==> config.mk <==
export PLATFORM = sky130hd
export DESIGN_NAME = decode_stage
export DESIGN_NICKNAME = d
export VERILOG_FILES = /design/src/decode_pkg.sv /design/src/decode_stage.sv /design/src/issue_register.sv /design/src/hazard_unit.sv /design/src/imm_gen.sv /design/src/op_decoder.sv
export SDC_FILE = /design/constraint.sdc
export NUM_CORES = 1
export LEC_CHECK = 0
export ABC_AREA = 1
export BUFFER_PORTS_ARGS = -buffer_cell sky130_fd_sc_hd__buf_4
export CAP_MARGIN = 20
export CORE_MARGIN = 4
export CORE_UTILIZATION = 40
export CTS_CLUSTER_DIAMETER = 50
export DETAILED_ROUTE_END_ITERATION = 16
export PLACE_DENSITY = 0.66
export SLEW_MARGIN = 10
export SYNTH_ARGS = -nofsm -noshare
export SYNTH_HDL_FRONTEND = slang
export SYNTH_SLANG_ARGS = --single-unit
==> constraint.sdc <==
create_clock -name clk -period 3.5 [get_ports clk]
set_input_delay 0 -clock clk [delete_from_list [all_inputs] [get_ports clk]]
set_output_delay 0 -clock clk [all_outputs]
set_load 0.02 [all_outputs]
==> src/decode_pkg.sv <==
`default_nettype none

package decode_pkg;

    //////////////////////////////
    // Widths
    //////////////////////////////

    localparam int XLEN       = 32;
    localparam int REG_ADDR_W = 5;
    localparam int TAG_W      = 3;
    localparam int OPCODE_W   = 7;

    typedef logic [XLEN-1:0]       word_t;
    typedef logic [REG_ADDR_W-1:0] reg_addr_t;
    typedef logic [TAG_W-1:0]      tag_t;
    typedef logic [OPCODE_W-1:0]   opcode_t;

    //////////////////////////////
    // RV32I major opcodes
    //////////////////////////////

    localparam opcode_t OPC_LUI      = 7'b0110111;
    localparam opcode_t OPC_AUIPC    = 7'b0010111;
    localparam opcode_t OPC_JAL      = 7'b1101111;
    localparam opcode_t OPC_JALR     = 7'b1100111;
    localparam opcode_t OPC_BRANCH   = 7'b1100011;
    localparam opcode_t OPC_LOAD     = 7'b0000011;
    localparam opcode_t OPC_STORE    = 7'b0100011;
    localparam opcode_t OPC_OP_IMM   = 7'b0010011;
    localparam opcode_t OPC_OP       = 7'b0110011;
    localparam opcode_t OPC_MISC_MEM = 7'b0001111;
    localparam opcode_t OPC_SYSTEM   = 7'b1110011;

    //////////////////////////////
    // Operations and formats
    //////////////////////////////

    typedef enum logic [5:0] {
        // NOP first so the reset value of the register is a bubble
        NOP,
        // ALU
        ADD, SUB, SLL, SLT, SLTU, XOR, SRL, SRA, OR, AND, LUI,
        // Branches
        BEQ, BNE, BLT, BGE, BLTU, BGEU,
        // Jumps
        JAL, JALR,
        // Loads and stores
        LB, LH, LW, LBU, LHU,
        SB, SH, SW,
        // Privileged
        ECALL, EBREAK, MRET, SRET, WFI,
        // CSR access
        CSRRW, CSRRS, CSRRC, CSRRWI, CSRRSI, CSRRCI,
        INVALID
    } op_e;

    typedef enum logic [2:0] {
        R_TYPE,
        I_TYPE,
        S_TYPE,
        B_TYPE,
        U_TYPE,
        J_TYPE
    } format_e;

endpackage

`default_nettype wire
==> src/decode_stage.sv <==
`timescale 1ns/1ps
`default_nettype none

module decode_stage
    import decode_pkg::*;
(
    input  logic      clk,
    input  logic      reset_n,

    // Fetch side
    input  logic      valid_i,
    input  word_t     instruction_i,
    input  word_t     pc_i,
    input  tag_t      tag_i,
    input  logic      access_fault_i,
    input  logic      rollback_i,

    // Register file
    output reg_addr_t rs1_o,
    output reg_addr_t rs2_o,
    input  word_t     rs1_data_i,
    input  word_t     rs2_data_i,

    output logic      hazard_o,

    // Execute side
    output logic      valid_o,
    output op_e       operation_o,
    output word_t     first_operand_o,
    output word_t     second_operand_o,
    output word_t     third_operand_o,
    output word_t     pc_o,
    output word_t     instruction_o,
    output reg_addr_t rd_o,
    output tag_t      tag_o,
    output logic      illegal_o,
    output logic      misaligned_o,
    output logic      access_fault_o
);

    op_e     operation;
    format_e format;
    logic    illegal;
    word_t   immediate;

    assign rs1_o = instruction_i[19:15];
    assign rs2_o = instruction_i[24:20];

    op_decoder u_op_decoder (
        .instruction_i (instruction_i),
        .operation_o   (operation),
        .format_o      (format),
        .illegal_o     (illegal)
    );

    imm_gen u_imm_gen (
        .instruction_i (instruction_i),
        .format_i      (format),
        .immediate_o   (immediate)
    );

    hazard_unit u_hazard_unit (
        .clk           (clk),
        .reset_n       (reset_n),
        .valid_i       (valid_i),
        .rollback_i    (rollback_i),
        .instruction_i (instruction_i),
        .format_i      (format),
        .hazard_o      (hazard_o)
    );

    issue_register u_issue_register (
        .clk              (clk),
        .reset_n          (reset_n),
        .valid_i          (valid_i),
        .rollback_i       (rollback_i),
        .hazard_i         (hazard_o),
        .instruction_i    (instruction_i),
        .pc_i             (pc_i),
        .immediate_i      (immediate),
        .rs1_data_i       (rs1_data_i),
        .rs2_data_i       (rs2_data_i),
        .tag_i            (tag_i),
        .access_fault_i   (access_fault_i),
        .operation_i      (operation),
        .format_i         (format),
        .illegal_i        (illegal),
        .valid_o          (valid_o),
        .operation_o      (operation_o),
        .first_operand_o  (first_operand_o),
        .second_operand_o (second_operand_o),
        .third_operand_o  (third_operand_o),
        .pc_o             (pc_o),
        .instruction_o    (instruction_o),
        .rd_o             (rd_o),
        .tag_o            (tag_o),
        .illegal_o        (illegal_o),
        .misaligned_o     (misaligned_o),
        .access_fault_o   (access_fault_o)
    );

endmodule

`default_nettype wire

==> src/issue_register.sv <==
`timescale 1ns/1ps
`default_nettype none

module issue_register
    import decode_pkg::*;
(
    input  logic      clk,
    input  logic      reset_n,
    input  logic      valid_i,
    input  logic      rollback_i,
    input  logic      hazard_i,
    input  word_t     instruction_i,
    input  word_t     pc_i,
    input  word_t     immediate_i,
    input  word_t     rs1_data_i,
    input  word_t     rs2_data_i,
    input  tag_t      tag_i,
    input  logic      access_fault_i,
    input  op_e       operation_i,
    input  format_e   format_i,
    input  logic      illegal_i,

    output logic      valid_o,
    output op_e       operation_o,
    output word_t     first_operand_o,
    output word_t     second_operand_o,
    output word_t     third_operand_o,
    output word_t     pc_o,
    output word_t     instruction_o,
    output reg_addr_t rd_o,
    output tag_t      tag_o,
    output logic      illegal_o,
    output logic      misaligned_o,
    output logic      access_fault_o
);

    word_t first_operand;
    word_t second_operand;
    word_t third_operand;
    logic  misaligned;
    logic  bubble;

    //////////////////////////////
    // Operand selection
    //////////////////////////////

    // AUIPC and JAL compute from pc
    assign first_operand = ((format_i == U_TYPE) || (format_i == J_TYPE)) ? pc_i : rs1_data_i;

    assign second_operand = ((format_i == R_TYPE) || (format_i == B_TYPE)) ? rs2_data_i
                                                                           : immediate_i;

    // Store data rides on the third operand
    assign third_operand = (format_i == S_TYPE) ? rs2_data_i : immediate_i;

    assign misaligned = (pc_i[1:0] != 2'b00);
    assign bubble     = hazard_i || rollback_i;

    //////////////////////////////
    // Issue register
    //////////////////////////////

    always_ff @(posedge clk or negedge reset_n) begin
        if (!reset_n) begin
            valid_o          <= 1'b0;
            operation_o      <= NOP;
            first_operand_o  <= '0;
            second_operand_o <= '0;
            third_operand_o  <= '0;
            pc_o             <= '0;
            instruction_o    <= '0;
            rd_o             <= '0;
            tag_o            <= '0;
            illegal_o        <= 1'b0;
            misaligned_o     <= 1'b0;
            access_fault_o   <= 1'b0;
        end else begin
            valid_o <= valid_i;
            if (valid_i) begin
                // Tag follows the slot even for a bubble
                tag_o <= tag_i;
                if (bubble) begin
                    operation_o      <= NOP;
                    first_operand_o  <= '0;
                    second_operand_o <= '0;
                    third_operand_o  <= '0;
                    pc_o             <= '0;
                    instruction_o    <= '0;
                    rd_o             <= '0;
                    illegal_o        <= 1'b0;
                    misaligned_o     <= 1'b0;
                    access_fault_o   <= 1'b0;
                end else begin
                    operation_o      <= operation_i;
                    first_operand_o  <= first_operand;
                    second_operand_o <= second_operand;
                    third_operand_o  <= third_operand;
                    pc_o             <= pc_i;
                    instruction_o    <= instruction_i;
                    rd_o             <= instruction_i[11:7];
                    illegal_o        <= illegal_i;
                    misaligned_o     <= misaligned;
                    access_fault_o   <= access_fault_i;
                end
            end
        end
    end

endmodule

`default_nettype wire

==> src/hazard_unit.sv <==
`timescale 1ns/1ps
`default_nettype none

module hazard_unit
    import decode_pkg::*;
(
    input  logic    clk,
    input  logic    reset_n,
    input  logic    valid_i,
    input  logic    rollback_i,
    input  word_t   instruction_i,
    input  format_e format_i,
    output logic    hazard_o
);

    // Destination and store marker of the last issued instruction
    reg_addr_t locked_register;
    logic      locked_memory;

    opcode_t   opcode;
    reg_addr_t rs1;
    reg_addr_t rs2;
    reg_addr_t rd;
    logic      use_rs1;
    logic      use_rs2;
    logic      hazard_rs1;
    logic      hazard_rs2;
    logic      hazard_mem;

    assign opcode = instruction_i[6:0];
    assign rs1    = instruction_i[19:15];
    assign rs2    = instruction_i[24:20];
    assign rd     = instruction_i[11:7];

    assign use_rs1 = (format_i == R_TYPE) || (format_i == I_TYPE)
                  || (format_i == S_TYPE) || (format_i == B_TYPE);
    assign use_rs2 = (format_i == R_TYPE) || (format_i == S_TYPE)
                  || (format_i == B_TYPE);

    // x0 never carries a dependence
    assign hazard_rs1 = use_rs1 && (rs1 != '0) && (rs1 == locked_register);
    assign hazard_rs2 = use_rs2 && (rs2 != '0) && (rs2 == locked_register);

    // Load right after a store may read stale memory
    assign hazard_mem = (opcode == OPC_LOAD) && locked_memory;

    assign hazard_o = (hazard_rs1 || hazard_rs2 || hazard_mem) && !rollback_i;

    always_ff @(posedge clk or negedge reset_n) begin
        if (!reset_n) begin
            locked_register <= '0;
            locked_memory   <= 1'b0;
        end else if (valid_i) begin
            if (hazard_o || rollback_i) begin
                // A bubble writes nothing
                locked_register <= '0;
                locked_memory   <= 1'b0;
            end else begin
                locked_register <= rd;
                locked_memory   <= (opcode == OPC_STORE);
            end
        end
    end

endmodule

`default_nettype wire

==> src/imm_gen.sv <==
`timescale 1ns/1ps
`default_nettype none

module imm_gen
    import decode_pkg::*;
(
    input  word_t   instruction_i,
    input  format_e format_i,
    output word_t   immediate_o
);

    word_t imm_i;
    word_t imm_s;
    word_t imm_b;
    word_t imm_u;
    word_t imm_j;

    // All immediates sign-extend from bit 31
    assign imm_i = {{21{instruction_i[31]}}, instruction_i[30:20]};
    assign imm_s = {{21{instruction_i[31]}}, instruction_i[30:25], instruction_i[11:7]};

    // Branch and jump offsets are in halfwords
    assign imm_b = {{20{instruction_i[31]}}, instruction_i[7], instruction_i[30:25],
                    instruction_i[11:8], 1'b0};
    assign imm_j = {{12{instruction_i[31]}}, instruction_i[19:12], instruction_i[20],
                    instruction_i[30:21], 1'b0};

    assign imm_u = {instruction_i[31:12], 12'b0};

    always_comb begin
        case (format_i)
            I_TYPE:  immediate_o = imm_i;
            S_TYPE:  immediate_o = imm_s;
            B_TYPE:  immediate_o = imm_b;
            U_TYPE:  immediate_o = imm_u;
            J_TYPE:  immediate_o = imm_j;
            default: immediate_o = '0;
        endcase
    end

endmodule

`default_nettype wire

==> src/op_decoder.sv <==
`timescale 1ns/1ps
`default_nettype none

module op_decoder
    import decode_pkg::*;
(
    input  word_t   instruction_i,
    output op_e     operation_o,
    output format_e format_o,
    output logic    illegal_o
);

    opcode_t    opcode;
    logic [2:0] funct3;
    logic [6:0] funct7;

    assign opcode = instruction_i[6:0];
    assign funct3 = instruction_i[14:12];
    assign funct7 = instruction_i[31:25];

    //////////////////////////////
    // Per-opcode tables
    //////////////////////////////

    op_e branch_op;
    op_e load_op;
    op_e store_op;
    op_e op_imm_op;
    op_e op_op;
    op_e system_op;

    always_comb begin
        case (funct3)
            3'b000:  branch_op = BEQ;
            3'b001:  branch_op = BNE;
            3'b100:  branch_op = BLT;
            3'b101:  branch_op = BGE;
            3'b110:  branch_op = BLTU;
            3'b111:  branch_op = BGEU;
            default: branch_op = INVALID;
        endcase
    end

    always_comb begin
        case (funct3)
            3'b000:  load_op = LB;
            3'b001:  load_op = LH;
            3'b010:  load_op = LW;
            3'b100:  load_op = LBU;
            3'b101:  load_op = LHU;
            default: load_op = INVALID;
        endcase
    end

    always_comb begin
        case (funct3)
            3'b000:  store_op = SB;
            3'b001:  store_op = SH;
            3'b010:  store_op = SW;
            default: store_op = INVALID;
        endcase
    end

    // Shift immediates are the only ones that constrain funct7
    always_comb begin
        case ({funct7, funct3}) inside
            10'b???????_000: op_imm_op = ADD;
            10'b0000000_001: op_imm_op = SLL;
            10'b???????_010: op_imm_op = SLT;
            10'b???????_011: op_imm_op = SLTU;
            10'b???????_100: op_imm_op = XOR;
            10'b0000000_101: op_imm_op = SRL;
            10'b0100000_101: op_imm_op = SRA;
            10'b???????_110: op_imm_op = OR;
            10'b???????_111: op_imm_op = AND;
            default:         op_imm_op = INVALID;
        endcase
    end

    always_comb begin
        case ({funct7, funct3})
            10'b0000000_000: op_op = ADD;
            10'b0100000_000: op_op = SUB;
            10'b0000000_001: op_op = SLL;
            10'b0000000_010: op_op = SLT;
            10'b0000000_011: op_op = SLTU;
            10'b0000000_100: op_op = XOR;
            10'b0000000_101: op_op = SRL;
            10'b0100000_101: op_op = SRA;
            10'b0000000_110: op_op = OR;
            10'b0000000_111: op_op = AND;
            default:         op_op = INVALID;
        endcase
    end

    // Privileged ops need rs1 and rd both zero
    always_comb begin
        system_op = INVALID;
        case (funct3)
            3'b000: begin
                if (instruction_i[19:7] == '0) begin
                    case (instruction_i[31:20])
                        12'h000: system_op = ECALL;
                        12'h001: system_op = EBREAK;
                        12'h102: system_op = SRET;
                        12'h302: system_op = MRET;
                        12'h105: system_op = WFI;
                        default: system_op = INVALID;
                    endcase
                end
            end
            3'b001:  system_op = CSRRW;
            3'b010:  system_op = CSRRS;
            3'b011:  system_op = CSRRC;
            3'b101:  system_op = CSRRWI;
            3'b110:  system_op = CSRRSI;
            3'b111:  system_op = CSRRCI;
            default: system_op = INVALID;
        endcase
    end

    //////////////////////////////
    // Operation and format select
    //////////////////////////////

    always_comb begin
        case (opcode)
            OPC_LUI:      operation_o = LUI;
            OPC_AUIPC:    operation_o = ADD;
            OPC_JAL:      operation_o = JAL;
            OPC_JALR:     operation_o = JALR;
            OPC_BRANCH:   operation_o = branch_op;
            OPC_LOAD:     operation_o = load_op;
            OPC_STORE:    operation_o = store_op;
            OPC_OP_IMM:   operation_o = op_imm_op;
            OPC_OP:       operation_o = op_op;
            // FENCE has no effect in an in-order core
            OPC_MISC_MEM: operation_o = (funct3 == 3'b000) ? NOP : INVALID;
            OPC_SYSTEM:   operation_o = system_op;
            default:      operation_o = INVALID;
        endcase
    end

    assign illegal_o = (operation_o == INVALID);

    always_comb begin
        case (opcode[6:2])
            OPC_JALR[6:2], OPC_LOAD[6:2], OPC_OP_IMM[6:2]: format_o = I_TYPE;
            OPC_STORE[6:2]:                                format_o = S_TYPE;
            OPC_BRANCH[6:2]:                               format_o = B_TYPE;
            OPC_LUI[6:2], OPC_AUIPC[6:2]:                  format_o = U_TYPE;
            OPC_JAL[6:2]:                                  format_o = J_TYPE;
            default:                                       format_o = R_TYPE;
        endcase
    end

endmodule

`default_nettype wire

==> out/results.ini <==
[detailed_routing]
met2_length_mm = 16.0
drtAntennaViolNets = 0
vias_per_cell = 5.04
top_layer = met4
drt_iter0_markers = 825
drt_first_pass_iters = 6
dr_wl_met3_mm = 2.23
drt-met1-wl_mm = 14.5
avgRoutedWirePerCell_um = 17.3
dr_total_vias = 9949
wl_mm = 34.1
drc = 0

[finish]
antennaDiodeCount = 0
nFillCells = 2149
final_cells = 1973
layout-drive-gt1-share = 0.290
final_util = 0.597
fin_area_sq_um = 14000
area_growth_syn_to_layout_pct = 46.8
nets = 1783

[power_and_ir_drop]
leakage_nw = 7.08
peakVddDrop_v = 0.000314
cellPowerDensity_nw_per_um2 = 408
power_mw = 5.70

[sta]
fmax_mhz = 386
min_period_over_period = 0.741
max_slew_margin = 0.378
tns_ns = 0
period_minus_slack_ns = 2.59
timing.hold.ws_ns = 0.0165
finClkSkew_ns = 0.0102
hold_violations = 0
finalWorstSetupSlack_ns = 0.907
rsz0062_at_grt = no
worstMarginPinSlew_ns = 0.933
setup_violations = 0
slew_viol_final = 0

[grt]
antenna_found_initial = 0
grt_max_degree = 169
grt_use_total = 0.254
grt_pass1_wl_mm = 53.4
grt_overflow = 0
grt_pass1_vias = 9774

[worst_setup_path]
worst_path_max_delay_cell = dlygate4sd3_1
critPathRequiredTime_ns = 3.80
endpoint_kind = flop
cp-start-kind = primary input
path_buf_inv = 7
critPathTopFamily = buffers and inverters
reg2reg_depth = 9
rrSetupSlack_ns = 1.25
crit_type = primary input to flop
cp_slowest_stage_delay_ns = 0.54
reg2reg_from = u_issue_register.instruction_o[8]
reg2reg_to = u_issue_register.pc_o[6]
path_common_cell = buf_4
crit_cells = 14
crit_path_cell_trace = dlygate4sd3_1, buf_4, inv_1, nand2_1, nor2_1, nand2_2, buf_4, inv_1, nor2_1, inv_2, buf_4, nand3_1, o21ai_0, o21ai_1
cp.arrival_ns = 2.89
cp_max_fo = 65

[synth]
synth_flop_cell = dfrtp_1
synth-simple-area-share = 0.249
synth_top_family_by_area = simple AND/OR/NAND/NOR gates
synth-edff-count = 0
avgSynthCellArea_sq_um = 7.72
async_reset_ff_frac = 1.00
ys_warn_count = 0
ys_seq_area_frac = 0.458
synth_compound_area_frac = 0.194
synth_fa_ha_area_frac = 0.00789
synth_cell_types = 37
syn_nets = 1374
synthMuxAreaShare = 0.00316
synth_xor_area_frac = 0.000921
synth-seq-cells = 174
postSynthCellCount = 1232
syn_area_sq_um = 9510

[clock_tree]
cts_max_level = 4
cts_tree = built
cts.clk_slew.worst_paths_ns = 0.07
cts_buffers = 17
cts_setup_buffers = 0
cts-root-buf = clkbuf_16
insertion_delay_ns = 0.44
clk_path_buf_depth = 2
clock-sinks = 174

[die]
row_count = 56
dieHeight_um = 162
coreArea_sq_um = 23400
initial_core_util = 0.406
dieWidth_um = 162
ioPinCount = 325
dieArea_sq_um = 26300

[min_path]
hold_class = primary input to flop
holdCritStartpoint = instruction_i[20]
whs_path_depth = 3
min_to = u_issue_register.instruction_o[20]

[status]
status = finished clean

[placed_design]
gp_congestion = 0.889
place_area_sq_um = 12000
dp_hpwl_mm = 23.7
io_buffers = 324
post-place-ws_ns = 1.06
place_inst = 1808

[job]
drv_cap = 0

-- report_power, final --
group	switching, mW	internal [mW]
combinational	0.851	0.611
sequential	0.114	2.18
clock	0.947	0.994
total	1.91	3.79
-- what timing repair did --
item,in CTS,in global routing
hold buffers,133,0
resized for setup,0,0
endpoints found under the hold margin,247,0
-- per-layer routing --
layer / track usage / up-vias
met2: 0.409 / 398
met4: 0.106 / 0
met5: 0 / -
li1: - / 4810
met3: 0.0520 / 74
met1: 0.335 / 4667
-- registers in the layout (all words and copies together) (netlist names) --
| name | count |
|---|---|
| u_hazard_unit.locked_memory | 1 |
| u_issue_register.access_fault_o | 1 |
| u_issue_register.first_operand_o | 32 |
| u_issue_register.illegal_o | 1 |
| u_issue_register.instruction_o | 32 |
| u_issue_register.misaligned_o | 1 |
| u_issue_register.operation_o | 6 |
| u_issue_register.pc_o | 32 |
| u_issue_register.second_operand_o | 32 |
| u_issue_register.tag_o | 3 |
| u_issue_register.third_operand_o | 32 |
| u_issue_register.valid_o | 1 |
-- cell usage after synthesis, types with 2 or more instances --
cell,n,area share
o22ai_1,13,0.0086
buf_6,11,0.013
nand3_2,2,0.0021
inv_1,92,0.036
nor2_1,89,0.035
buf_2,11,0.0058
nor2_2,2,0.0013
dfrtp_1,174,0.46
o211ai_1,2,0.0016
nor3_1,5,0.0026
nand2_1,393,0.16
buf_1,3,0.0012
buf_4,17,0.013
nand3_1,64,0.034
o21ai_1,45,0.024
o21ai_0,118,0.062
ha_1,6,0.0079
nand2_2,3,0.0020
a21oi_1,20,0.011
nand3b_1,2,0.0016
nor2_4,3,0.0036
nand4_1,9,0.0059
inv_2,9,0.0036
o21ai_2,92,0.085
mux2i_1,3,0.0032
clkbuf_1,33,0.013
-- worst register-to-register path, stage by stage, from the launching register on --
cell	delay (ns)
dfrtp_1	0.46
inv_1	0.16
o22ai_1	0.09
nor3_1	0.20
nand2_1	0.08
nor2_1	0.12
nand2_2	0.10
nand4_4	0.16
buf_12	0.46
o21ai_0	0.30
-- layout by cell type (no fill, tap or decap), types with 2 or more instances in the layout --
master	instances
nor2_4	3
inv_2	8
ha_1	6
buf_12	4
buf_4	328
nand3_2	2
nand4_1	9
nand2_1	392
inv_4	2
clkbuf_8	2
nor2_1	89
clkbuf_16	17
inv_8	2
o21ai_0	118
dfrtp_1	174
dlygate4sd3_1	133
mux2i_1	3
o211ai_1	2
a21oi_1	20
o21ai_1	45
o21ai_2	92
nand2_2	4
o22ai_1	13
nor3_1	5
clkinv_8	5
inv_1	92
clkinv_4	4
nor2_2	2
nand3_1	64
nand3b_1	2
-- kinds of logic after synthesis --
logic type                 after synthesis
DFF                                    174
xor gates and xnor gates                 1
muxes                                    3
and+or+nand+nor                        577
AOI/OAI and AO/OA                      293
adders and majority gates                6
buffers and inverters                  178
-- layout make-up --
type                       count  area, sq um  share of cell area
sequential                   174         4350               0.312
timing repair buffer         466         3880               0.278
multi-input combinational    880         4330               0.310
clock buffer                  19          453              0.0324
clock inverter                13          155              0.0111
tap                          319          399              0.0286
inverter                     102          388              0.0278
-- worst max-delay path by stage --
stage / endpoint / startpoint / slack (ns)
floorplan: u_issue_register.first_operand_o[10] / u_issue_register.instruction_o[7] / 1.84
global placement: u_issue_register.second_operand_o[27] / instruction_i[2] / 1.13
detailed placement: u_issue_register.second_operand_o[27] / instruction_i[2] / 1.06
CTS: u_issue_register.second_operand_o[22] / instruction_i[2] / 0.94
global route: u_issue_register.second_operand_o[29] / instruction_i[2] / 0.69
finish: u_issue_register.second_operand_o[22] / instruction_i[2] / 0.91
(Power assumes the default switching activity.)
